[src/include/axi_defs.svh]
`ifndef AXI_DEFS_SVH
`define AXI_DEFS_SVH

// Bus widths
`define AXI_ID_BITS 4
`define AXI_IDS_BITS 5
`define AXI_ADDR_BITS 32
`define AXI_DATA_BITS 32
`define AXI_STRB_BITS 4

// Memory depth and address map
`define SRAM_WORDS 1024
`define SLAVE_SEL_BIT 16
`define DECODE_MASK_HI 32'hfffe_0000

// Response codes
`define AXI_RESP_OKAY 2'b00
`define AXI_RESP_SLVERR 2'b10
`define AXI_RESP_DECERR 2'b11

`endif

[src/axi_pkg.sv]
`include "axi_defs.svh"

package axi_pkg;

  typedef logic [`AXI_ID_BITS-1:0] axi_id_t;
  typedef logic [`AXI_IDS_BITS-1:0] axi_ids_t;
  typedef logic [`AXI_ADDR_BITS-1:0] axi_addr_t;
  typedef logic [`AXI_DATA_BITS-1:0] axi_data_t;
  typedef logic [`AXI_STRB_BITS-1:0] axi_strb_t;
  typedef logic [1:0] axi_resp_t;

  // Address channel, AR and AW alike
  typedef struct packed {
    axi_id_t id;
    axi_addr_t addr;
  } axi_ar_t;

  typedef struct packed {
    axi_ids_t id;
    axi_addr_t addr;
  } axi_ars_t;

  typedef struct packed {
    axi_data_t data;
    axi_strb_t strb;
  } axi_w_t;

  typedef struct packed {
    axi_id_t id;
    axi_data_t data;
    axi_resp_t resp;
  } axi_r_t;

  typedef struct packed {
    axi_ids_t id;
    axi_data_t data;
    axi_resp_t resp;
  } axi_rs_t;

  typedef struct packed {
    axi_id_t id;
    axi_resp_t resp;
  } axi_b_t;

  typedef struct packed {
    axi_ids_t id;
    axi_resp_t resp;
  } axi_bs_t;

  // Pipeline stage side
  typedef struct packed {
    logic we;
    axi_addr_t addr;
    axi_data_t wdata;
    axi_strb_t wstrb;
  } cpu_req_t;

  typedef struct packed {
    axi_data_t rdata;
    axi_resp_t resp;
  } cpu_rsp_t;

  typedef enum logic [1:0] {BR_IDLE, BR_ADDR, BR_DATA, BR_RESP} bridge_state_e;
  typedef enum logic [1:0] {SR_IDLE, SR_RDATA, SR_BRESP} sram_state_e;

endpackage

[src/cpu_port_bridge.sv]
`timescale 1ns/1ps
`include "axi_defs.svh"

module cpu_port_bridge #(
  parameter bit HAS_WRITE = 1'b1
) (
  input  logic clk,
  input  logic rst,
  input  logic req,
  input  axi_pkg::cpu_req_t req_data,
  output logic busy,
  output logic done,
  output axi_pkg::cpu_rsp_t rsp,
  output logic ar_valid,
  input  logic ar_ready,
  output axi_pkg::axi_ar_t ar,
  input  logic r_valid,
  output logic r_ready,
  input  axi_pkg::axi_r_t r,
  output logic aw_valid,
  input  logic aw_ready,
  output axi_pkg::axi_ar_t aw,
  output logic w_valid,
  input  logic w_ready,
  output axi_pkg::axi_w_t w,
  input  logic b_valid,
  output logic b_ready,
  input  axi_pkg::axi_b_t b
);

  axi_pkg::bridge_state_e state;
  axi_pkg::cpu_req_t req_q;
  logic is_write;
  logic addr_fire;
  logic r_fire;
  logic b_fire;

  assign is_write = HAS_WRITE && req_q.we;
  assign busy = (state != axi_pkg::BR_IDLE);
  assign done = (state == axi_pkg::BR_RESP);

  assign ar_valid = (state == axi_pkg::BR_ADDR) && !is_write;
  assign ar = '{id: '0, addr: req_q.addr};
  // Never stall a response
  assign r_ready = 1'b1;

  assign r_fire = r_valid && r_ready;
  assign b_fire = b_valid && b_ready;
  assign addr_fire = (ar_valid && ar_ready) || (aw_valid && aw_ready && w_valid && w_ready);

  always_ff @(posedge clk) begin
    if (rst) begin
      state <= axi_pkg::BR_IDLE;
    end else begin
      case (state)
        axi_pkg::BR_IDLE: if (req) state <= axi_pkg::BR_ADDR;
        axi_pkg::BR_ADDR: if (addr_fire) state <= axi_pkg::BR_DATA;
        axi_pkg::BR_DATA: if (r_fire || b_fire) state <= axi_pkg::BR_RESP;
        default: state <= axi_pkg::BR_IDLE;
      endcase
    end
  end

  always_ff @(posedge clk) begin
    if (state == axi_pkg::BR_IDLE && req) begin
      req_q <= req_data;
    end
    if (state == axi_pkg::BR_DATA && r_fire) begin
      rsp <= '{rdata: r.data, resp: r.resp};
    end else if (state == axi_pkg::BR_DATA && b_fire) begin
      rsp <= '{rdata: '0, resp: b.resp};
    end
  end

  generate
    if (HAS_WRITE) begin : g_write
      // AW and W leave together
      assign aw_valid = (state == axi_pkg::BR_ADDR) && is_write;
      assign w_valid = aw_valid;
      assign aw = '{id: '0, addr: req_q.addr};
      assign w = '{data: req_q.wdata, strb: req_q.wstrb};
      assign b_ready = 1'b1;

      // The fabric must take AW and W in the same cycle
      assert property (@(posedge clk) disable iff (rst) aw_valid && aw_ready |-> w_ready);
    end else begin : g_no_write
      assign aw_valid = 1'b0;
      assign w_valid = 1'b0;
      assign aw = '0;
      assign w = '0;
      assign b_ready = 1'b0;

      assert property (@(posedge clk) disable iff (rst) req |-> !req_data.we);
    end
  endgenerate

  assert property (@(posedge clk) disable iff (rst) req |-> !busy);

endmodule

[config.mk]
export PLATFORM = sky130hd
export DESIGN_NAME = cpu_port_bridge
export DESIGN_NICKNAME = d
export VERILOG_FILES = /design/src/axi_pkg.sv /design/src/cpu_port_bridge.sv
export VERILOG_INCLUDE_DIRS = /design/src /design/src/include
export SDC_FILE = /design/constraint.sdc
export NUM_CORES = 1
export LEC_CHECK = 0
export ABC_CLOCK_PERIOD_IN_PS = 2900
export BUFFER_PORTS_ARGS = -buffer_cell sky130_fd_sc_hd__buf_2
export CAP_MARGIN = 30
export CORE_UTILIZATION = 37
export CTS_CLUSTER_DIAMETER = 50
export DETAILED_ROUTE_END_ITERATION = 10
export GPL_TIMING_DRIVEN = 0
export PLACE_DENSITY = 0.76
export SYNTH_ARGS = -nofsm -noshare
export SYNTH_HDL_FRONTEND = slang
export SYNTH_SLANG_ARGS = --single-unit
[constraint.sdc]
create_clock -name clk -period 2.9 [get_ports clk]
set_input_delay 0.87 -clock clk [delete_from_list [all_inputs] [get_ports clk]]
set_output_delay 0.87 -clock clk [all_outputs]
set_load 0.01 [all_outputs]
Word-level counts from Yosys, hierarchy flattened:

Index checks and enable logic that the tools add are counted.

* bits in registers: 105

* mux-type cells: 6
* eq/ne operators: 6
* reduce and logical (&&, ||, !) cells: 16

Operator list (count)
* $mux W34: 2
* $logic_and A1 B1 Y1: 9
* $mux W2: 3
* $ne A2 B2 Y1 const B: 3
* $pmux W2 S3: 1
* $eq A2 B2 Y1 const B: 2
* $reduce_bool A2 Y1: 2
* $reduce_and A3 Y1: 1
* $eq A2 B1 Y1 const B: 1
* $logic_not A2 Y1: 1
* $logic_or A1 B1 Y1: 2
* $logic_not A1 Y1: 1

Depth between registers and ports, before layout:

Gate-level depths: netlist of the first run.

* word-level depth: 8
* depth in mapped cells: 6
* mapped depth without buffers: 6

Worst setup path after synthesis of the first run:

Ideal clock, no wire load.

* kind: input to register
* start: input port req
* end: register req_q (netlist bit ar[0]), enable pin
* library setup time: 0.434 ns
* required time: 2.466 ns
* stages on the path: 1
* arrival time: 2.484 ns
* setup slack: -0.018 ns
* cell sequence: and2_1

* cells in the longest elaborated chain, start to end: 1

RTL lines
* from (decl): RTL line cpu_port_bridge.sv:9 `input logic req,`
* $logic_and A1 B1 Y1: RTL line cpu_port_bridge.sv:65 `if (state == axi_pkg::BR_IDLE && req) begin`
* to (signal assigned): RTL line cpu_port_bridge.sv:66 `req_q <= req_data;`
* to (decl): RTL line cpu_port_bridge.sv:32 `axi_pkg::cpu_req_t req_q;`

Every way passes these cells.
A chain may end at the register's enable or synchronous reset.

Worst setup path after layout of the first run:

* start: register state[1]
* end: output port w_valid

* cells in the longest elaborated chain, start to end: 2

RTL lines
* from (decl): RTL line cpu_port_bridge.sv:31 `axi_pkg::bridge_state_e state;`
* from (signal assigned): RTL line cpu_port_bridge.sv:53 `state <= axi_pkg::BR_IDLE;`
* from (signal assigned): RTL line cpu_port_bridge.sv:56 `axi_pkg::BR_IDLE: if (req) state <= axi_pkg::BR_ADDR;`
* from (signal assigned): RTL line cpu_port_bridge.sv:57 `axi_pkg::BR_ADDR: if (addr_fire) state <= axi_pkg::BR_DATA;`
* $eq A2 B1 Y1: RTL line cpu_port_bridge.sv:78 `assign aw_valid = (state == axi_pkg::BR_ADDR) && is_write;`
* $logic_and A1 B1 Y1: RTL line cpu_port_bridge.sv:78
* to (decl): RTL line cpu_port_bridge.sv:23 `output logic w_valid,`

Every way passes these cells.

==> results of run 1 <==
## registers in the layout, summed over array words and instances (netlist names)
register	cells
ar	32
is_write	1
rsp	34
w	36
state	2
## worst max-delay path, stage by stage, from the launching register on
cell and delay [ns]:
sky130_fd_sc_hd__dfxtp_1 0.38, sky130_fd_sc_hd__inv_1 0.09, sky130_fd_sc_hd__ha_1 0.20, sky130_fd_sc_hd__and2_1 0.17
sky130_fd_sc_hd__buf_4 0.13, sky130_fd_sc_hd__buf_2 0.12
## metrics by stage
step                util (%)  area [um^2]  setup WS (ns)  instances  power [mW]
CTS                     54.2         5570          0.534        627        4.50
global route            54.2         5570          0.442        627        4.65
global placement        52.0         5350          0.346        611        3.46
floorplan                  -         3920          0.719        224        2.92
detailed placement      52.0         5350          0.636        611        3.52
finish                  54.2         5570          0.575        627        4.43
## power by group
group	switching (mW)	internal [mW]	total, mW
clock	0.488	0.490	0.978
sequential	0.112	2.11	2.22
combinational	0.713	0.521	1.23
## cell usage after synthesis
cell type,instances
sky130_fd_sc_hd__o41ai_1,1
sky130_fd_sc_hd__clkbuf_1,6
sky130_fd_sc_hd__and2b_2,1
sky130_fd_sc_hd__and3_2,2
sky130_fd_sc_hd__nand2_1,2
sky130_fd_sc_hd__and3_1,30
sky130_fd_sc_hd__inv_1,5
sky130_fd_sc_hd__edfxtp_1,103
sky130_fd_sc_hd__nor2b_1,1
sky130_fd_sc_hd__and2_1,2
sky130_fd_sc_hd__a22o_1,1
sky130_fd_sc_hd__a21oi_1,1
sky130_fd_sc_hd__buf_4,43
sky130_fd_sc_hd__ha_1,5
sky130_fd_sc_hd__o2bb2ai_1,1
sky130_fd_sc_hd__conb_1,2
sky130_fd_sc_hd__nor2_2,1
sky130_fd_sc_hd__dfxtp_1,2
sky130_fd_sc_hd__mux2_2,2
sky130_fd_sc_hd__or4_1,1
sky130_fd_sc_hd__nor2_1,2
sky130_fd_sc_hd__o21ai_0,2
## logic make-up (layout without fill, tap and decap cells)
logic type,after synthesis,in the layout,synth area share (%)
AOI/OAI and AO/OA,6,6,1.06
adders and majority gates,5,5,1.61
buffers and inverters,54,321,9.36
DFF,105,105,80.5
muxes,2,2,0.579
other,2,10,0.193
and+or+nand+nor,42,42,6.66
## cell type report
cell class                      count  share of cell area [%]
Sequential cell                   105                    56.3
Timing Repair Buffer              251                    22.6
Multi-Input combinational cell     65                    7.64
Buffer                             49                    6.20
Tap cell                          136                    3.06
Clock buffer                       10                    2.29
Clock inverter                      6                    1.62
Inverter                            5                   0.337
## layer usage
layer  part of all wire [%]  wire length [um]  global-route usage, %  up-vias
met3                    7.7               718                   5.36        9
met1                     36              3370                   17.4     1273
li1                       -                 -                      -     1282
met4                    1.1               101                   6.02        0
met2                     55              5120                   31.3      143
met5                      0                 0                      0        -
## how the worst max path moves through the flow
stage | from | cells past startpoint | end | slack, ns
finish | state[1]$_SDFFE_PP0P_ | 5 | w_valid | 0.57
detailed placement | state[0]$_SDFFE_PP0P_ | 4 | rsp[22]$_SDFFCE_PN0P_ | 0.64
CTS | state[1]$_SDFFE_PP0P_ | 5 | w_valid | 0.53
global route | state[1]$_SDFFE_PP0P_ | 5 | w_valid | 0.44
global placement | req | 2 | w[26]$_DFFE_PP_ | 0.35
floorplan | req | 1 | ar[0]$_DFFE_PP_ | 0.72
==> impl.org, run 1 <==
** CTS
- Number of CTS-inserted buffers :: 9
- The clock tree synthesis step divided the H-tree into 3 levels.
- Number of setup buffers added after CTS :: 0
- Clock-pin slew was measured on the worst setup and hold paths at 0.10 ns.
- Clock latency on the worst-skew pair, taken at its later pin, is between 0.3 and 0.4 ns.
- Maximum number of buffers from clock root to sink :: 2
- Clock tree from TritonCTS :: built
- Number of clock sinks :: approximately 110
- CTS placed an instance of sky130_fd_sc_hd__clkbuf_8 at the clock tree root.
- The number of hold buffers added after CTS was 0.
- The number of gates resized after CTS was 0.

** STA
- Worst-case clock skew :: about 0.0073 ns
- Derived from the worst setup path, the maximum achievable clock frequency is approximately 430 MHz.
- Setup repair after global routing missed its margin :: no
- Setup total negative slack on the finished layout was measured at 0 ns.
- In this run the tightest slew margin relative to its limit is 41.0%.
- Total count of max-transition violations in the final report :: 0
- Final hold analysis gives a worst-case slack of 0.561 ns.
- The final number of hold-violating endpoints was 0.
- The worst path uses around four fifths of the clock period.
- Counting I/O delays and the setup requirement, the final critical path takes between 2 and 2.5 ns.
- Worst-margin pin slew :: 0.886 ns
- Final count of negative-setup-slack endpoints :: 0

** Layout
- For this run, the post-layout net count is 612.
- The post-route netlist has 64.4% of its cells at a drive strength greater than 1.
- The layout has 912 filler cells.
- Most frequent standard cell in the layout excluding fill and tap cells :: sky130_fd_sc_hd__buf_2
- Most frequent cells in the layout :: sky130_fd_sc_hd__buf_2, sky130_fd_sc_hd__edfxtp_1, sky130_fd_sc_hd__buf_4
- In the final layout, flip-flops and latches occupy 3130 um^2.
- 0 antenna diodes ended up in the layout.
- Multi-input gate area in the final layout :: 425 um^2
- Relative to the synthesized area, the layout overhead comes to 43.1%.

** Logic synthesis
- In this run the cell area of the synthesized design comes to 3890 um^2.
- Of the post-synthesis cell area, the dominant cell type holds 79.5%.
- Summed over all instances, the cell type with the most area after synthesis is sky130_fd_sc_hd__edfxtp_1.
- The share of the Yosys chip area taken by registers is 80.5%.
- Number of flip-flops and latches in the synthesized netlist :: 105
- Synthesized netlist cell count :: 216
- Yosys attributes the largest share of cell area to sky130_fd_sc_hd__edfxtp_1, sky130_fd_sc_hd__buf_4, sky130_fd_sc_hd__and3_1.
- Average cell area after synthesis :: 18.0 um^2
- Post-synth cell types :: 22
- Total number of yosys warnings :: 0

** Critical path
- Measured in cells, the most critical reg-to-reg path has a length of 4.
- STA classifies the critical path endpoint as an output port.
- Startpoint kind of the worst setup timing path :: flip-flop
- Worst path arrival time :: 1.46 ns
- Crit-path max FO :: 4
- STA puts the critical path data required time at 2.03 ns.
- The worst register-to-register path ends at rsp[2]$_SDFFCE_PN0P_.
- The worst register-to-register path has a setup slack of 0.66 ns.
- The worst setup path is of the flip-flop to output port kind.
- The worst register-to-register path begins at state[0]$_SDFFE_PP0P_.

** Routing
- After detailed routing, the number of remaining DRC violations is 0.
- The routed layout has ~2.7k vias.
- Wire length per cell after detailed routing :: roughly 15 um
- Drt pass-1 iters :: 4
- Final Routed Wirelength :: 9310 um
- The count of nets left with antenna violations once routing finished came out at 0.
- In the routed layout, each cell is associated on average with a via count of 4.32.
- Initial detailed-routing violation count :: 79

** Job
- Max capacitance violation total :: 0

** Global route
- The number of antenna violations at the first check in global routing is 0.
- The first global-routing pass estimated 13800 um of wire.
- Largest net degree at the start of global routing :: 70
- After global routing the overflow that remains totals 0.
- Across every metal layer, demand over resource in global routing totals 16.7%.
- Vias in the first global route :: 2708

** Floorplanning
- After floorplanning, the core was divided into 37 placement rows.
- 270 I/O pins were placed.
- After floorplanning, the core was sized to cover 10300 um^2.
- Die footprint :: around 11000 um^2
- Horizontal die dimension :: 105 um
- The die is 105 um tall.
- Once the floorplan was initialized, standard cells occupied roughly 38% of the core.

** Min path
- Endpoint of the worst hold-timing path :: state[0]$_SDFFE_PP0P_
- Launch instance of the worst min-delay path :: state[0]$_SDFFE_PP0P_
- The worst hold path was traced through 2 stages.
- The worst hold path belongs to the class flip-flop to flip-flop.

** Power
- Worst supply voltage drop on vdd :: 0.000703 V
- The analysis attributes to cell leakage a power of 2.64 nW.
- Power density relative to cell area :: 797 nW/um^2

** Place
- Routability-driven placement finished with a final weighted congestion of 0.723.
- Input and output buffers added on the ports amount to 251.
- Summed over all nets, the half-perimeter wirelength after detailed placement is 7220 um.

** Status
- The flow ran to the end, and the final reports show no timing, DRC or antenna violations.
Power figures use the tool's default switching activity.
==> run 2: changes to the inputs <==
ABC_CLOCK_PERIOD_IN_PS = 2130   (was 2900)
clock period = 2.13 ns   (was 2.9 ns; I/O delays follow)
==> impl.org, run 2 (synthesized netlist as in run 1, its figures left out) <==
** Routing
- Total number of vias :: 2727 (+0.74%)
- Initial detailed-routing violation count :: 90 (+14%)
- Detailed-route DRC error count :: 0 (unchanged)
- Detail-routed via count per cell :: 4.34 (+0.42%)
- The total wire length was 9400 um (+0.99%).
- The average wire per cell in the routed design is 14.9 um (+0.67%).
- Drt pass-1 iters :: 4 (unchanged)
- ANT nets after route :: 0 (unchanged)

** Floorplanning
- The number of top-level pins is 270 (unchanged).
- The horizontal die dimension was 105 um (unchanged).
- Core Area :: 10300 um^2 (unchanged)
- The starting density of the core came to 37.9% (unchanged).
- Y dimension of the die :: 105 um (unchanged)
- The number of placement rows was 37 (unchanged).
- Die footprint :: 10900 um^2 (unchanged)

** Global route
- The via count of the first global-routing pass was 2722 (+0.52%).
- Largest net degree at the start of global routing :: 70 (unchanged)
- The global-route wire length before repair came to 13800 um (about the same).
- Most heavily used metal layer in global routing :: met2
- Global routing met3 resource utilization :: 5.36% (unchanged)
- The total grt overflow was 0 (unchanged).
- The global-route track usage on met2 is 31.2% (-0.047 points).
- The global-route usage over all layers came to 16.8% (+0.027 points).
- The global routing usage on met1 is 17.5% (+0.12 points).
- Initial antenna violation count :: 0 (unchanged)

** Place
- Port-buffer cells :: 251 (unchanged)
- Placed insts :: 611 (unchanged)
- Half-perimeter wire length after placement :: 7220 um (unchanged)
- The final estimated routing congestion in global placement came to 0.723 (unchanged).

** CTS
- The number of buffers between clock root and the deepest sink is 2 (unchanged).
- CTS clock-pin slew for the worst setup and hold paths :: 0.10 ns (about the same)
- Number of CTS-inserted buffers :: 9 (unchanged)
- CTS root buffer :: sky130_fd_sc_hd__clkbuf_8
- Clock tree from TritonCTS :: built
- Insertion delay to the later sink of the worst-skew pair :: 0.36 ns (about the same)
- # H-tree levels :: 3 (unchanged)
- Number of clock sinks :: 105 (unchanged)
- The hold-fix buffer count after cts is 0 (unchanged).

** Critical path
- Beginning of the critical path :: state[1]$_SDFFE_PP0P_
- The worst reg-to-reg setup slack came to 0.27 ns (-0.39 ns).
- Crit path max-delay cell type :: sky130_fd_sc_hd__dfxtp_2
- The worst setup path is captured at an output port.
- The critical path is of the flip-flop to output port type.
- Reg2Reg Capture Point :: rsp[2]$_SDFFCE_PN0P_
- Worst path arrival time :: 1.39 ns (-0.07 ns)
- The number of cells traversed by the worst register-to-register path is 4 (unchanged).
- In this run the critical register-to-register path is launched from state[0]$_SDFFE_PP0P_.
- Worst path cell trace :: inv_1 -> ha_1 -> and2_4 -> buf_4 -> buf_2
- The biggest fanout along the worst timing path came to 4 (unchanged).
- STA classifies the critical path startpoint as a flip-flop.
- Crit path largest cell delay :: 0.36 ns (-0.02 ns)
- The endpoint required time on the critical path came to 1.49 ns (-0.54 ns).

** Layout
- Non-Filler Instances :: 629 (+0.32%)
- Finished Core Util :: 54.4% (+0.23 points)
- Antenna cells :: 0 (unchanged)
- Largest register FFs :: 36 (unchanged)
- The fraction of layout cells with a size suffix above 1 is 65.1% (+0.75 points).
- Compared with the post-synthesis result, the final layout area differs by 43.7%.
- The final net count is 614 (+0.33%).
- Most frequent cells in the layout :: sky130_fd_sc_hd__buf_2, sky130_fd_sc_hd__edfxtp_1, sky130_fd_sc_hd__buf_4
- Most frequent standard cell in the layout excluding fill and tap cells :: sky130_fd_sc_hd__buf_2
- Filler cell count in the final layout :: 915 (+0.33%)

** STA
- Max transition margin :: 41.0% (about the same)
- The pin slew with the least headroom to its limit was 0.885 ns (-0.000433 ns).
- Endpoints failing hold :: 0 (unchanged)
- The setup clock skew after layout was 0.00922 ns (+0.00194 ns).
- Max frequency :: 493 MHz
- Total count of max-transition violations in the final report :: 0 (unchanged)
- Setup repair after global routing left no endpoint under its margin.
- Period Utilization, post-route :: around 95%
- Total negative slack :: 0 ns (unchanged)
- Worst-case hold slack :: 0.448 ns (-0.113 ns)
- The final number of setup-violating endpoints was 0 (unchanged).
- For the finished layout, the period the worst path requires is 2.03 ns.

** Power
- The power per unit of standard cell area was 1090 nW/um^2 (+36%).
- Leak pwr :: 2.65 nW (+0.39%)
- The peak ir drop on the vdd network is 0.000970 V (+38%).
- Overall power :: 6.07 mW (+37%)

** Job
- Max capacitance violation total :: 0 (unchanged)

** Min path
- The worst hold path belongs to the class input pin to flip-flop.
- For hold timing, the worst endpoint is w[12]$_DFFE_PP_.
- The depth of the worst hold-timing path came to 1 (-1).
- The startpoint identified for the worst hold timing path is req_data[12].

** Status
- The flow ran to the end, and the final reports show no timing, DRC or antenna violations.
==> run 2: per-layer routing <==
layer	up-vias	share of wire (%)
li1	1288	-
met1	1287	36
met2	143	55
met3	9	7.6
met4	0	1.1
met5	-	0
==> run 2: cell type report <==
type                            instances  area [um^2]  share of cell area [%]
Sequential cell                       105         3140                    56.1
Timing Repair Buffer                  252         1260                    22.6
Multi-Input combinational cell         66          439                    7.86
Buffer                                 49          345                    6.18
Tap cell                              136          170                    3.04
Clock buffer                           10          128                    2.28
Clock inverter                          6         90.1                    1.61
Inverter                                5         18.8                   0.336
==> run 2: per-stage QoR <==
stage / area [um^2] / setup WS, ns
after global routing: 5590 / 0.0131
after detailed placement: 5350 / -0.134
after global placement: 5350 / -0.193
after floorplan: 3920 / 0.180
final: 5590 / 0.0999
after CTS: 5570 / 0.0209
==> run 2: what timing repair did <==
action	CTS	global route
resized for setup	2	4
gates cloned	0	1
setup endpoints to repair	35	35
setup buffers	0	1
==> run 2: worst max path at each step <==
stage	end	slack, ns
2_1_floorplan	ar[0]$_DFFE_PP_	0.18
3_3_place_gp	w[26]$_DFFE_PP_	-0.19
3_5_place_dp	rsp[22]$_SDFFCE_PN0P_	-0.13
4_1_cts	rsp[23]$_SDFFCE_PN0P_	0.02
5_1_grt	w_valid	0.01
6_report	w_valid	0.1
==> run 2: power breakdown <==
group | switching [mW] | internal [mW] | leakage (nW)
registers | 0.154 | 2.87 | 0.994
clock network | 0.661 | 0.667 | 0.107
logic | 0.978 | 0.735 | 1.55
==> run 2: worst max-delay path, delay by kind of cell (launching register included) <==
kind	cells	cell delay (ns)
buffers and inverters	3	0.32
and+or+nand+nor	1	0.15
DFF	1	0.36
adders and majority gates	1	0.20
