### config.mk
export PLATFORM = sky130hd
export DESIGN_NAME = axi_interconnect
export DESIGN_NICKNAME = d
export VERILOG_FILES = /design/src/axi_pkg.sv /design/src/axi_interconnect.sv
export VERILOG_INCLUDE_DIRS = /design/src /design/src/include
export SDC_FILE = /design/constraint.sdc
export NUM_CORES = 1
export LEC_CHECK = 0
export ABC_AREA = 1
export BUFFER_PORTS_ARGS = -buffer_cell sky130_fd_sc_hd__buf_2
export CAP_MARGIN = 20
export CORE_AREA = 3 3 219 221
export CTS_CLUSTER_DIAMETER = 40
export CTS_CLUSTER_SIZE = 12
export DETAILED_ROUTE_END_ITERATION = 6
export DIE_AREA = 0 0 222 224
export PLACE_DENSITY_LB_ADDON = 0.08
export SYNTH_ARGS = -nofsm -noshare
export SYNTH_HDL_FRONTEND = slang
export SYNTH_SLANG_ARGS = --single-unit
### constraint.sdc
create_clock -name clk -period 3.5 [get_ports clk]
set_clock_uncertainty 0.1 [all_clocks]
set_input_delay 0.7 -clock clk [delete_from_list [all_inputs] [get_ports clk]]
set_output_delay 0.7 -clock clk [all_outputs]
set_load 0.05 [all_outputs]
### src/include/axi_defs.svh
`ifndef AXI_DEFS_SVH
`define AXI_DEFS_SVH

// Bus widths
`define AXI_ID_BITS 4
`define AXI_IDS_BITS 5
`define AXI_ADDR_BITS 32
`define AXI_DATA_BITS 32
`define AXI_STRB_BITS 4

// Memory depth and address map
`define SRAM_WORDS 1024
`define SLAVE_SEL_BIT 16
`define DECODE_MASK_HI 32'hfffe_0000

// Response codes
`define AXI_RESP_OKAY 2'b00
`define AXI_RESP_SLVERR 2'b10
`define AXI_RESP_DECERR 2'b11

`endif

### src/axi_pkg.sv
`include "axi_defs.svh"

package axi_pkg;

  typedef logic [`AXI_ID_BITS-1:0] axi_id_t;
  typedef logic [`AXI_IDS_BITS-1:0] axi_ids_t;
  typedef logic [`AXI_ADDR_BITS-1:0] axi_addr_t;
  typedef logic [`AXI_DATA_BITS-1:0] axi_data_t;
  typedef logic [`AXI_STRB_BITS-1:0] axi_strb_t;
  typedef logic [1:0] axi_resp_t;

  // Address channel, AR and AW alike
  typedef struct packed {
    axi_id_t id;
    axi_addr_t addr;
  } axi_ar_t;

  typedef struct packed {
    axi_ids_t id;
    axi_addr_t addr;
  } axi_ars_t;

  typedef struct packed {
    axi_data_t data;
    axi_strb_t strb;
  } axi_w_t;

  typedef struct packed {
    axi_id_t id;
    axi_data_t data;
    axi_resp_t resp;
  } axi_r_t;

  typedef struct packed {
    axi_ids_t id;
    axi_data_t data;
    axi_resp_t resp;
  } axi_rs_t;

  typedef struct packed {
    axi_id_t id;
    axi_resp_t resp;
  } axi_b_t;

  typedef struct packed {
    axi_ids_t id;
    axi_resp_t resp;
  } axi_bs_t;

  // Pipeline stage side
  typedef struct packed {
    logic we;
    axi_addr_t addr;
    axi_data_t wdata;
    axi_strb_t wstrb;
  } cpu_req_t;

  typedef struct packed {
    axi_data_t rdata;
    axi_resp_t resp;
  } cpu_rsp_t;

  typedef enum logic [1:0] {BR_IDLE, BR_ADDR, BR_DATA, BR_RESP} bridge_state_e;
  typedef enum logic [1:0] {SR_IDLE, SR_RDATA, SR_BRESP} sram_state_e;

endpackage

### src/axi_interconnect.sv
`timescale 1ns/1ps
`include "axi_defs.svh"

module axi_interconnect (
  input  logic clk,
  input  logic rst,
  // Read channels, indexed by master
  input  logic [1:0] m_ar_valid,
  output logic [1:0] m_ar_ready,
  input  axi_pkg::axi_ar_t [1:0] m_ar,
  output logic [1:0] m_r_valid,
  input  logic [1:0] m_r_ready,
  output axi_pkg::axi_r_t [1:0] m_r,
  // Write channels of master 1
  input  logic aw1_valid,
  output logic aw1_ready,
  input  axi_pkg::axi_ar_t aw1,
  input  logic w1_valid,
  output logic w1_ready,
  input  axi_pkg::axi_w_t w1,
  output logic b1_valid,
  input  logic b1_ready,
  output axi_pkg::axi_b_t b1,
  // Slave channels, indexed by slave
  output logic [1:0] s_ar_valid,
  input  logic [1:0] s_ar_ready,
  output axi_pkg::axi_ars_t [1:0] s_ar,
  input  logic [1:0] s_r_valid,
  output logic [1:0] s_r_ready,
  input  axi_pkg::axi_rs_t [1:0] s_r,
  output logic [1:0] s_aw_valid,
  input  logic [1:0] s_aw_ready,
  output axi_pkg::axi_ars_t [1:0] s_aw,
  output logic [1:0] s_w_valid,
  input  logic [1:0] s_w_ready,
  output axi_pkg::axi_w_t [1:0] s_w,
  input  logic [1:0] s_b_valid,
  output logic [1:0] s_b_ready,
  input  axi_pkg::axi_bs_t [1:0] s_b
);

  localparam int TAG = `AXI_IDS_BITS - 1;

  logic [1:0] rd_err;
  logic [1:0] rd_sel;
  logic [1:0][1:0] rd_req;
  logic [1:0] gnt;
  logic [1:0] gnt_q;
  logic [1:0] ar_wait;
  logic [1:0] lock;
  logic [1:0] last;
  logic wr_err;
  logic wr_sel;
  logic [1:0] de_busy;
  logic [1:0] de_wr;
  axi_pkg::axi_id_t [1:0] de_id;
  logic [1:0] de_rd_fire;
  logic de_wr_fire;
  logic [1:0] outstanding;
  logic [1:0] m_addr_fire;
  logic [1:0] m_resp_fire;

  // Read decode and round-robin per slave
  always_comb begin
    for (int m = 0; m < 2; m++) begin
      rd_err[m] = |(m_ar[m].addr & `DECODE_MASK_HI);
      rd_sel[m] = m_ar[m].addr[`SLAVE_SEL_BIT];
    end
    for (int s = 0; s < 2; s++) begin
      for (int m = 0; m < 2; m++) begin
        rd_req[s][m] = m_ar_valid[m] && !rd_err[m] && (rd_sel[m] == 1'(s));
      end
      // A stalled grant stays put until the slave takes it
      if (ar_wait[s]) begin
        gnt[s] = gnt_q[s];
      end else if (&rd_req[s]) begin
        gnt[s] = !last[s];
      end else begin
        gnt[s] = rd_req[s][1];
      end
      s_ar_valid[s] = !lock[s] && rd_req[s][gnt[s]];
      s_ar[s] = '{id: {gnt[s], m_ar[gnt[s]].id}, addr: m_ar[gnt[s]].addr};
    end
    for (int m = 0; m < 2; m++) begin
      if (rd_err[m]) begin
        m_ar_ready[m] = !de_busy[m];
      end else begin
        m_ar_ready[m] = s_ar_ready[rd_sel[m]] && !lock[rd_sel[m]] && (gnt[rd_sel[m]] == 1'(m));
      end
      de_rd_fire[m] = m_ar_valid[m] && m_ar_ready[m] && rd_err[m];
    end
  end

  // Write path, master 1 only
  assign wr_err = |(aw1.addr & `DECODE_MASK_HI);
  assign wr_sel = aw1.addr[`SLAVE_SEL_BIT];
  assign aw1_ready = wr_err ? (!de_busy[1] && w1_valid) : s_aw_ready[wr_sel];
  assign w1_ready = wr_err ? (!de_busy[1] && aw1_valid) : s_w_ready[wr_sel];
  assign de_wr_fire = aw1_valid && aw1_ready && wr_err;

  always_comb begin
    for (int s = 0; s < 2; s++) begin
      s_aw_valid[s] = aw1_valid && !wr_err && (wr_sel == 1'(s));
      s_w_valid[s] = w1_valid && !wr_err && (wr_sel == 1'(s));
      s_aw[s] = '{id: {1'b1, aw1.id}, addr: aw1.addr};
      s_w[s] = w1;
    end
  end

  // Responses go back by the tag bit, decode errors from the local responder
  always_comb begin
    for (int m = 0; m < 2; m++) begin
      m_r_valid[m] = de_busy[m] && !de_wr[m];
      m_r[m] = '{id: de_id[m], data: '0, resp: `AXI_RESP_DECERR};
      for (int s = 0; s < 2; s++) begin
        if (s_r_valid[s] && s_r[s].id[TAG] == 1'(m)) begin
          m_r_valid[m] = 1'b1;
          m_r[m] = '{id: s_r[s].id[`AXI_ID_BITS-1:0], data: s_r[s].data, resp: s_r[s].resp};
        end
      end
    end
    b1_valid = de_busy[1] && de_wr[1];
    b1 = '{id: de_id[1], resp: `AXI_RESP_DECERR};
    for (int s = 0; s < 2; s++) begin
      s_r_ready[s] = m_r_ready[s_r[s].id[TAG]];
      s_b_ready[s] = b1_ready;
      if (s_b_valid[s]) begin
        b1_valid = 1'b1;
        b1 = '{id: s_b[s].id[`AXI_ID_BITS-1:0], resp: s_b[s].resp};
      end
    end
  end

  assign m_addr_fire = (m_ar_valid & m_ar_ready) | {aw1_valid && aw1_ready, 1'b0};
  assign m_resp_fire = (m_r_valid & m_r_ready) | {b1_valid && b1_ready, 1'b0};

  always_ff @(posedge clk) begin
    if (rst) begin
      lock <= '0;
      last <= '0;
      ar_wait <= '0;
      de_busy <= '0;
      outstanding <= '0;
    end else begin
      for (int s = 0; s < 2; s++) begin
        ar_wait[s] <= s_ar_valid[s] && !s_ar_ready[s];
        if (s_r_valid[s] && s_r_ready[s]) begin
          lock[s] <= 1'b0;
        end
        if (s_ar_valid[s] && s_ar_ready[s]) begin
          lock[s] <= 1'b1;
          last[s] <= gnt[s];
        end
      end
      for (int m = 0; m < 2; m++) begin
        if (de_busy[m] && (de_wr[m] ? b1_ready : m_r_ready[m])) begin
          de_busy[m] <= 1'b0;
        end
        if (de_rd_fire[m] || (m == 1 && de_wr_fire)) begin
          de_busy[m] <= 1'b1;
        end
        if (m_resp_fire[m]) begin
          outstanding[m] <= 1'b0;
        end
        if (m_addr_fire[m]) begin
          outstanding[m] <= 1'b1;
        end
      end
    end
  end

  always_ff @(posedge clk) begin
    gnt_q <= gnt;
    for (int m = 0; m < 2; m++) begin
      if (de_rd_fire[m]) begin
        de_wr[m] <= 1'b0;
        de_id[m] <= m_ar[m].id;
      end
    end
    if (de_wr_fire) begin
      de_wr[1] <= 1'b1;
      de_id[1] <= aw1.id;
    end
  end

  // A slave answers only a master that is waiting
  for (genvar s = 0; s < 2; s++) begin : g_tag_chk
    assert property (@(posedge clk) disable iff (rst)
      s_r_valid[s] |-> outstanding[s_r[s].id[TAG]]);
    assert property (@(posedge clk) disable iff (rst)
      s_b_valid[s] |-> outstanding[s_b[s].id[TAG]]);
  end

endmodule

* Yosys cells after proc, flatten, opt, wreduce, memory -nomap -nowiden *
Index checks and enable logic that the tools add are counted.

word-level totals
  register bits after elaboration = 19
  latch bits = 0
  RAM bits = 0
  memory bits (read-only) = 0
  memories = 0

cells by class
  $add $sub $neg = 0
  multipliers = 0
  divide/modulo/power cells = 0
  order comparisons = 7
  equality and inequality tests = 0
  shifts and indexed selects = 0
  muxes and demuxes = 59
  bitwise operators = 6
  reduce and logical (&&, ||, !) cells = 65

operator list
  operator              count
  $mux W38              4
  $mux W36              4
  $mux W1               47
  $reduce_or A15 Y1     3
  $logic_and A1 B1 Y1   40
  $logic_not A1 Y1      14
  $lt A1 B2 Y1 const B  7
  $mux W6               2
  $reduce_bool A2 Y1    5
  $mux W4               2
  $not A1 Y1            6
  $reduce_and A2 Y1     2
  $logic_or A1 B1 Y1    1

* Longest topological paths before layout *
Gate-level depths: netlist (run 1).

  depth in word-level cells = 15
  gate-level depth with buffers = 13
  gate-level depth less buffers = 12

* Worst setup path before layout (run 1) *
Ideal clock, no wire load.

  path kind = in2out
  from = input m_ar[29] in the netlist's numbering
  to = output s_ar[42] in the netlist's numbering
  arrival time = 2.615 ns
  required time = 2.700 ns
  slack = 0.085 ns
  cell stages on the path = 10
  cells stage by stage = nor2_1 nand2_1 nor2_1 nand2_2 nor2_4 nand3_1 nand2_1 nand2_1 clkbuf_1 o21ai_0

RTL lines
  item         line                    RTL
  from (decl)  axi_interconnect.sv:10  input axi_pkg::axi_ar_t [1:0] m_ar,
  to (decl)    axi_interconnect.sv:27  output axi_pkg::axi_ars_t [1:0] s_ar,

==> flow_summary.ini, run 1 <==
[timing]
final.period_utilization_pct = 93.5
hold_violations = 0
min_clock_period_post_route_ns = 3.27
postLayoutSetupSlackWorst_ns = 0.229
timing.final.max_slew_violations = 0
slew-limit-headroom_pct = 55.5
grt_setup_unrepaired = false
setup-violations-final = 0
tightestPinTransition_ns = 0.665
fmaxAchievable_mhz = 306
tns_ns = 0

[floorplan]
initial_utilization_pct = 9.50
dieWidth_um = 222
num_rows = 79
placeableCoreArea_um2 = 46400
die_area_um2 = 49700
ios = 574
fp.dieH_um = 224

[clock_network]
insertion_delay_ns = 0.26
cts-buffers-inserted = 3
tritoncts = yes
clock_tree.root_cell = sky130_fd_sc_hd__clkbuf_16
htree_num_levels = 1
clkSlewWorstSetupHoldPaths_ns = 0.06
clock_path_buffers = 2
post-cts-setup-buffers = 0
cts_hold_buffers = 0
clock-sinks = 19
cts.repair.resized = 0

[power_and_ir_drop]
internal_pwr_total_w = 0.000707
share_clk_of_total_power_pct = 15.3
power_switching_share_pct = 57.2
pwr-share-comb_pct = 69.1
switching_power_w = 0.000944
vdd_ir_drop_max_mv = 0.0998
power.density_cell_area_nw_per_um2 = 256
pwr-share-seq_pct = 15.5
leakagePower_nw = 3.50

[finish]
filler_cell_count = 5542
fin_nets = 1246
layout.cells.most_common = sky130_fd_sc_hd__buf_2
post_route_cells_drive_above_1_share_pct = 49.7
finalInstanceArea_um2 = 6440
most-common-layout-cells = sky130_fd_sc_hd__buf_2 (397), sky130_fd_sc_hd__inv_1 (142), sky130_fd_sc_hd__nand2_1 (129), sky130_fd_sc_hd__o22ai_1 (69)
synthToLayoutAreaGrowth_pct = 46.4

[synth]
ys.warnings.count = 0
yosysSeqAreaShare_pct = 10.5
synth_area_um2 = 4400
ys_types = 36
synthesis.instances = 733
syn_area_per_cell_um2 = 6.01
postSynthRegisterBits = 19

[worst_setup_path]
worst_setup_path_end_kind = primary output
worstPathMaxFanout = 41
startpoint_type = input pin
crit_path_category = in -> out
critical_path_arrival_ns = 2.47
worst_path_required_time_ns = 2.70

[grt]
grt_remaining_overflow = 0
largest_net_degree_at_the_start_of_global_routing = 42
grt_pass1_vias = 5600
antenna_found_initial = 4
track_usage_pct = 9.56
wire_length_of_the_first_global_routing_pass_um = 36300
groute.layer.met2.usage_pct = 16.2
globalRouteMet3Util_pct = 4.30
busiest_layer = met2
grt_use_met1_pct = 10.6

[route]
route.vias.total = 5514
detail_route.wl_per_cell_um = 15.9
vias_per_cell = 3.45
route.detailed.drc = 0
drt_pre_antenna_iters = 4
postRouteAntennaNets = 0
first_iter_violations = 156
detail_route.wirelength_um = 25500

[placed_design]
buffer_ports.inserted = 413
post_dp_cell_area_um2 = 6360
dp_worst_setup_slack_ns = 0.181
dp_hpwl_um = 22600
gp_congestion = 0.780

[hold_path]
min_path_type = reg -> reg

[status]
run_status = complete, no violations

[job]
max_cap_violations = 0
==> flip-flops by register name, indices dropped and copies added, names as in the netlist <==
register	flops
gnt_q	2
de_busy	2
de_wr	1
de_id	8
ar_wait	2
lock	2
last	2
==> layer usage <==
| layer | share of wire, % | vias to the layer above |
|---|---|---|
| met3 | 11 | 32 |
| met5 | 0.055 | - |
| met1 | 39 | 2420 |
| li1 | - | 2705 |
| met4 | 3.0 | 4 |
| met2 | 47 | 353 |
==> per-stage QoR <==
stage / hold slack, ns / std cells / total power (W) / utilization, %
3_3_place_gp: 0.392 / 1593 / 0.00143 / 13.7
6_report: 0.394 / 1599 / 0.00165 / 13.9
2_1_floorplan: 0.339 / 734 / 0.00135 / -
5_1_grt: 0.425 / 1597 / 0.00175 / 13.9
4_1_cts: 0.396 / 1597 / 0.00169 / 13.9
3_5_place_dp: 0.385 / 1593 / 0.00142 / 13.7
==> cell usage after synthesis <==
cell                       count  area, µm²
sky130_fd_sc_hd__o221ai_1      1       8.76
sky130_fd_sc_hd__nand3_1      10       50.1
sky130_fd_sc_hd__nand4_1       5       31.3
sky130_fd_sc_hd__edfxtp_1      8        240
sky130_fd_sc_hd__a211oi_1      2       15.0
sky130_fd_sc_hd__buf_1         1       3.75
sky130_fd_sc_hd__mux2i_1       2       20.0
sky130_fd_sc_hd__buf_2         1       5.00
sky130_fd_sc_hd__o21ai_1      12       60.1
sky130_fd_sc_hd__clkbuf_1     14       52.6
sky130_fd_sc_hd__o21a_1        1       7.51
sky130_fd_sc_hd__nand2_2       1       6.26
sky130_fd_sc_hd__a22oi_1       4       30.0
sky130_fd_sc_hd__o21ai_2      47        412
sky130_fd_sc_hd__inv_1       142        533
sky130_fd_sc_hd__o21bai_1      1       7.51
sky130_fd_sc_hd__conb_1        1       3.75
sky130_fd_sc_hd__a21oi_1      14       70.1
sky130_fd_sc_hd__o22ai_1      69        432
sky130_fd_sc_hd__nand2_1     131        492
sky130_fd_sc_hd__nor2_1       47        176
sky130_fd_sc_hd__nand3_2       1       10.0
sky130_fd_sc_hd__dfxtp_1      11        220
sky130_fd_sc_hd__inv_2         2       7.51
sky130_fd_sc_hd__or2_2         1       6.26
sky130_fd_sc_hd__buf_4       148       1110
sky130_fd_sc_hd__a21oi_2       1       8.76
sky130_fd_sc_hd__nor4_1        3       18.8
sky130_fd_sc_hd__clkinv_1      1       3.75
sky130_fd_sc_hd__nor2_2        3       18.8
sky130_fd_sc_hd__a31oi_1       3       18.8
sky130_fd_sc_hd__nor2_4        1       11.3
sky130_fd_sc_hd__o21ai_0      22        110
sky130_fd_sc_hd__o211ai_1      1       7.51
sky130_fd_sc_hd__nor3_1        7       35.0
sky130_fd_sc_hd__buf_6        14        158
==> power groups by stage <==
stage / Clock (W) / Sequential [W] / Combinational, W
floorplan: 0 / 0.000253 / 0.00109
global placement: 0 / 0.000262 / 0.00117
detailed placement: 0 / 0.000262 / 0.00116
CTS: 0.000267 / 0.000258 / 0.00116
global route: 0.000274 / 0.000259 / 0.00122
finish: 0.000253 / 0.000257 / 0.00114
==> cell type report <==
class | count | area (µm²) | share of cell area [%]
antenna | 2 | 5.00 | 0.0777
clock buffer | 4 | 78.8 | 1.22
inverter | 145 | 544 | 8.45
multi-input combinational | 392 | 2090 | 32.4
sequential | 19 | 460 | 7.15
tap | 607 | 759 | 11.8
timing repair buffer | 430 | 2510 | 39.0
==> worst max-delay path, stage by stage <==
cell and delay [ns]:
sky130_fd_sc_hd__buf_2 0.11, sky130_fd_sc_hd__nor2_1 0.13, sky130_fd_sc_hd__nand2_1 0.08, sky130_fd_sc_hd__nor2_2 0.18
sky130_fd_sc_hd__nand4_1 0.18, sky130_fd_sc_hd__nor2_1 0.13, sky130_fd_sc_hd__nand2_1 0.11, sky130_fd_sc_hd__nand2_4 0.14
sky130_fd_sc_hd__buf_12 0.22, sky130_fd_sc_hd__nand2_1 0.07, sky130_fd_sc_hd__o21ai_1 0.09, sky130_fd_sc_hd__buf_2 0.29
==> final timing paths <==
check	startpoint	to	slack, ns	cells after the start
worst min-delay path	de_wr[1]	de_wr[1]	0.39	2
worst max register to register	de_busy[0]	de_id[1]	1.94	3
worst max-delay path	m_ar[59]	s_ar[1]	0.23	12
worst min register to register	de_wr[1]	de_wr[1]	0.39	2
==> logic make-up (layout without fill, tap and decap cells) <==
group,Yosys count,count (layout),share of synthesized area [%]
compound gates,178,178,27.0
simple gates,210,210,19.4
buf+inv,323,579,42.6
other cells,1,4,0.0852
mux,2,2,0.455
flops,19,19,10.5
Power figures use the tool's default switching activity.
==> run 2, diff against run 1 <==
Settings changed: CORE_AREA 3 3 219 221 to 2 2 225 227, DIE_AREA 0 0 222 224 to 0 0 227 229, RECOVER_POWER set to 100.
==> run 2 against run 1 <==
Total power is 4.0% lower. Global-route usage is 0.22 points lower. Register-to-register slack barely moved. Hold slack worse by 0.0079 ns. Maximum frequency decreased by 0.60%.
==> flow_summary.ini, run 2 (same netlist as run 1, synthesis figures left out) <==
[grt]
largest_net_degree_at_the_start_of_global_routing = 42
wire_length_of_the_first_global_routing_pass_um = 36200
grt_remaining_overflow = 0
antenna_found_initial = 4
track_usage_pct = 9.34
grt_pass1_vias = 5564

[route]
vias_per_cell = 3.30
first_iter_violations = 124
detail_route.wirelength_um = 26300
drt_pre_antenna_iters = 5
route.detailed.drc = 0
detail_route.wl_per_cell_um = 15.7
route.vias.total = 5508
postRouteAntennaNets = 0

[worst_setup_path]
timing.critical_path.slowest_cell_delay_ns = 0.34
critPathSlowestCell = sky130_fd_sc_hd__clkbuf_2
crit_path_category = in -> out
startpoint_type = input pin
critical-path-top-delay-family = simple AND/OR/NAND/NOR gates
worst_setup_path_end_kind = primary output
r2r_cells = 3
path_depth = 12
worstPathMaxFanout = 8
critical-path-top-cell-by-count = sky130_fd_sc_hd__nand2_1
worstPathCellList = buf_2 -> nor2_1 -> nand2_1 -> nor2_2 -> nand2_2 -> nor2_4 -> nand3_1 -> nand2_1 -> nand2_4 -> buf_4 -> o21ai_0 -> clkbuf_2
critical_path_arrival_ns = 2.49
worst_path_required_time_ns = 2.70
cp_buf_inv_count = 3

[timing]
min_clock_period_post_route_ns = 3.29
fmaxAchievable_mhz = 304
setup-violations-final = 0
tns_ns = 0
timing.final.max_slew_violations = 0
tightestPinTransition_ns = 0.729
grt_setup_unrepaired = false
postLayoutSetupSlackWorst_ns = 0.209
slew-limit-headroom_pct = 51.6
hold_violations = 0
final.period_utilization_pct = 94.0

[floorplan]
ios = 574
placeableCoreArea_um2 = 49700
num_rows = 82
fp.dieH_um = 229
die_area_um2 = 52000
dieWidth_um = 227
initial_utilization_pct = 8.86

[finish]
post_route_cells_drive_above_1_share_pct = 36.6
largest_register_ff_count = 8
register_with_the_most_flip_flops = de_id
most-common-layout-cells = sky130_fd_sc_hd__buf_2 (203), sky130_fd_sc_hd__inv_1 (142), sky130_fd_sc_hd__clkbuf_1 (132), sky130_fd_sc_hd__nand2_1 (128), sky130_fd_sc_hd__clkbuf_2 (73)
fin_nets = 1250
finalInstanceArea_um2 = 6200
layout.cells.most_common = sky130_fd_sc_hd__buf_2
synthToLayoutAreaGrowth_pct = 40.9

[placed_design]
gp_congestion = 0.679
post_dp_cell_area_um2 = 6340
dp_worst_setup_slack_ns = 0.114
buffer_ports.inserted = 413
dp_hpwl_um = 23400

[clock_network]
clock_path_buffers = 2
cts_hold_buffers = 0
clock-sinks = 19
clock_tree.root_cell = sky130_fd_sc_hd__clkbuf_16
htree_num_levels = 1
cts-buffers-inserted = 3
insertion_delay_ns = 0.26
tritoncts = yes
clkSlewWorstSetupHoldPaths_ns = 0.06

[power_and_ir_drop]
power.density_cell_area_nw_per_um2 = 255
vdd_ir_drop_max_mv = 0.138
leakagePower_nw = 3.04

[job]
max_cap_violations = 0

[status]
run_status = complete, no violations

[hold_path]
hold_depth = 2
min_path_type = reg -> reg
[run 2: final timing paths]
kind	start	end	slack, ns
worst max-delay path	m_ar[23]	s_ar[3]	0.21
worst min-delay path	de_wr[1]	de_wr[1]	0.39
worst min register to register	de_wr[1]	de_wr[1]	0.39
worst max register to register	de_busy[0]	de_id[3]	1.94
[run 2: layout make-up]
cell class              instances  area (µm²)
repair buffers                434        2190
flip-flops and latches         19         460
diodes                          1        2.50
inverters                     145         544
clock buffers                   4        78.8
multi-input cells             392        2080
well taps                     672         841
fillers                      6053       43500
[run 2: tightest hold or removal path, stage by stage, from the launching register on]
cell and delay (ns):
sky130_fd_sc_hd__dfxtp_1 0.33, sky130_fd_sc_hd__nand2_1 0.07, sky130_fd_sc_hd__nand2_1 0.04
[run 2: routing by layer]
metal  up-vias  global-route usage (%)  share of wire (%)
li1       2712                       -                  -
met1      2418                    9.99                 37
met2       342                    17.0                 49
met4         6                    1.96                1.3
met3        30                    3.87                 13
met5         -                   0.380               0.15
[run 2: per-stage QoR]
stage	utilization, %	power (W)	hold WS (ns)	instances
5_1_grt	12.5	0.00168	0.414	1666
2_1_floorplan	-	0.00135	0.339	734
3_5_place_dp	12.8	0.00140	0.386	1658
6_report	12.5	0.00158	0.386	1667
4_1_cts	12.9	0.00166	0.395	1662
3_3_place_gp	12.8	0.00141	0.381	1658
[run 2: what timing repair did]
action,4_1_cts,5_1_grt
buffers inserted,0,4
gates resized for setup,0,5
endpoints found under the setup margin,0,37
[run 2: power by group]
| group | total [W] | leakage [nW] | switching [W] | internal, W |
|---|---|---|---|---|
| Combinational | 0.00108 | 2.84 | 0.000831 | 0.000248 |
| Clock | 0.000248 | 0.0382 | 0.0000921 | 0.000155 |
| Sequential | 0.000257 | 0.167 | 0.0000120 | 0.000245 |
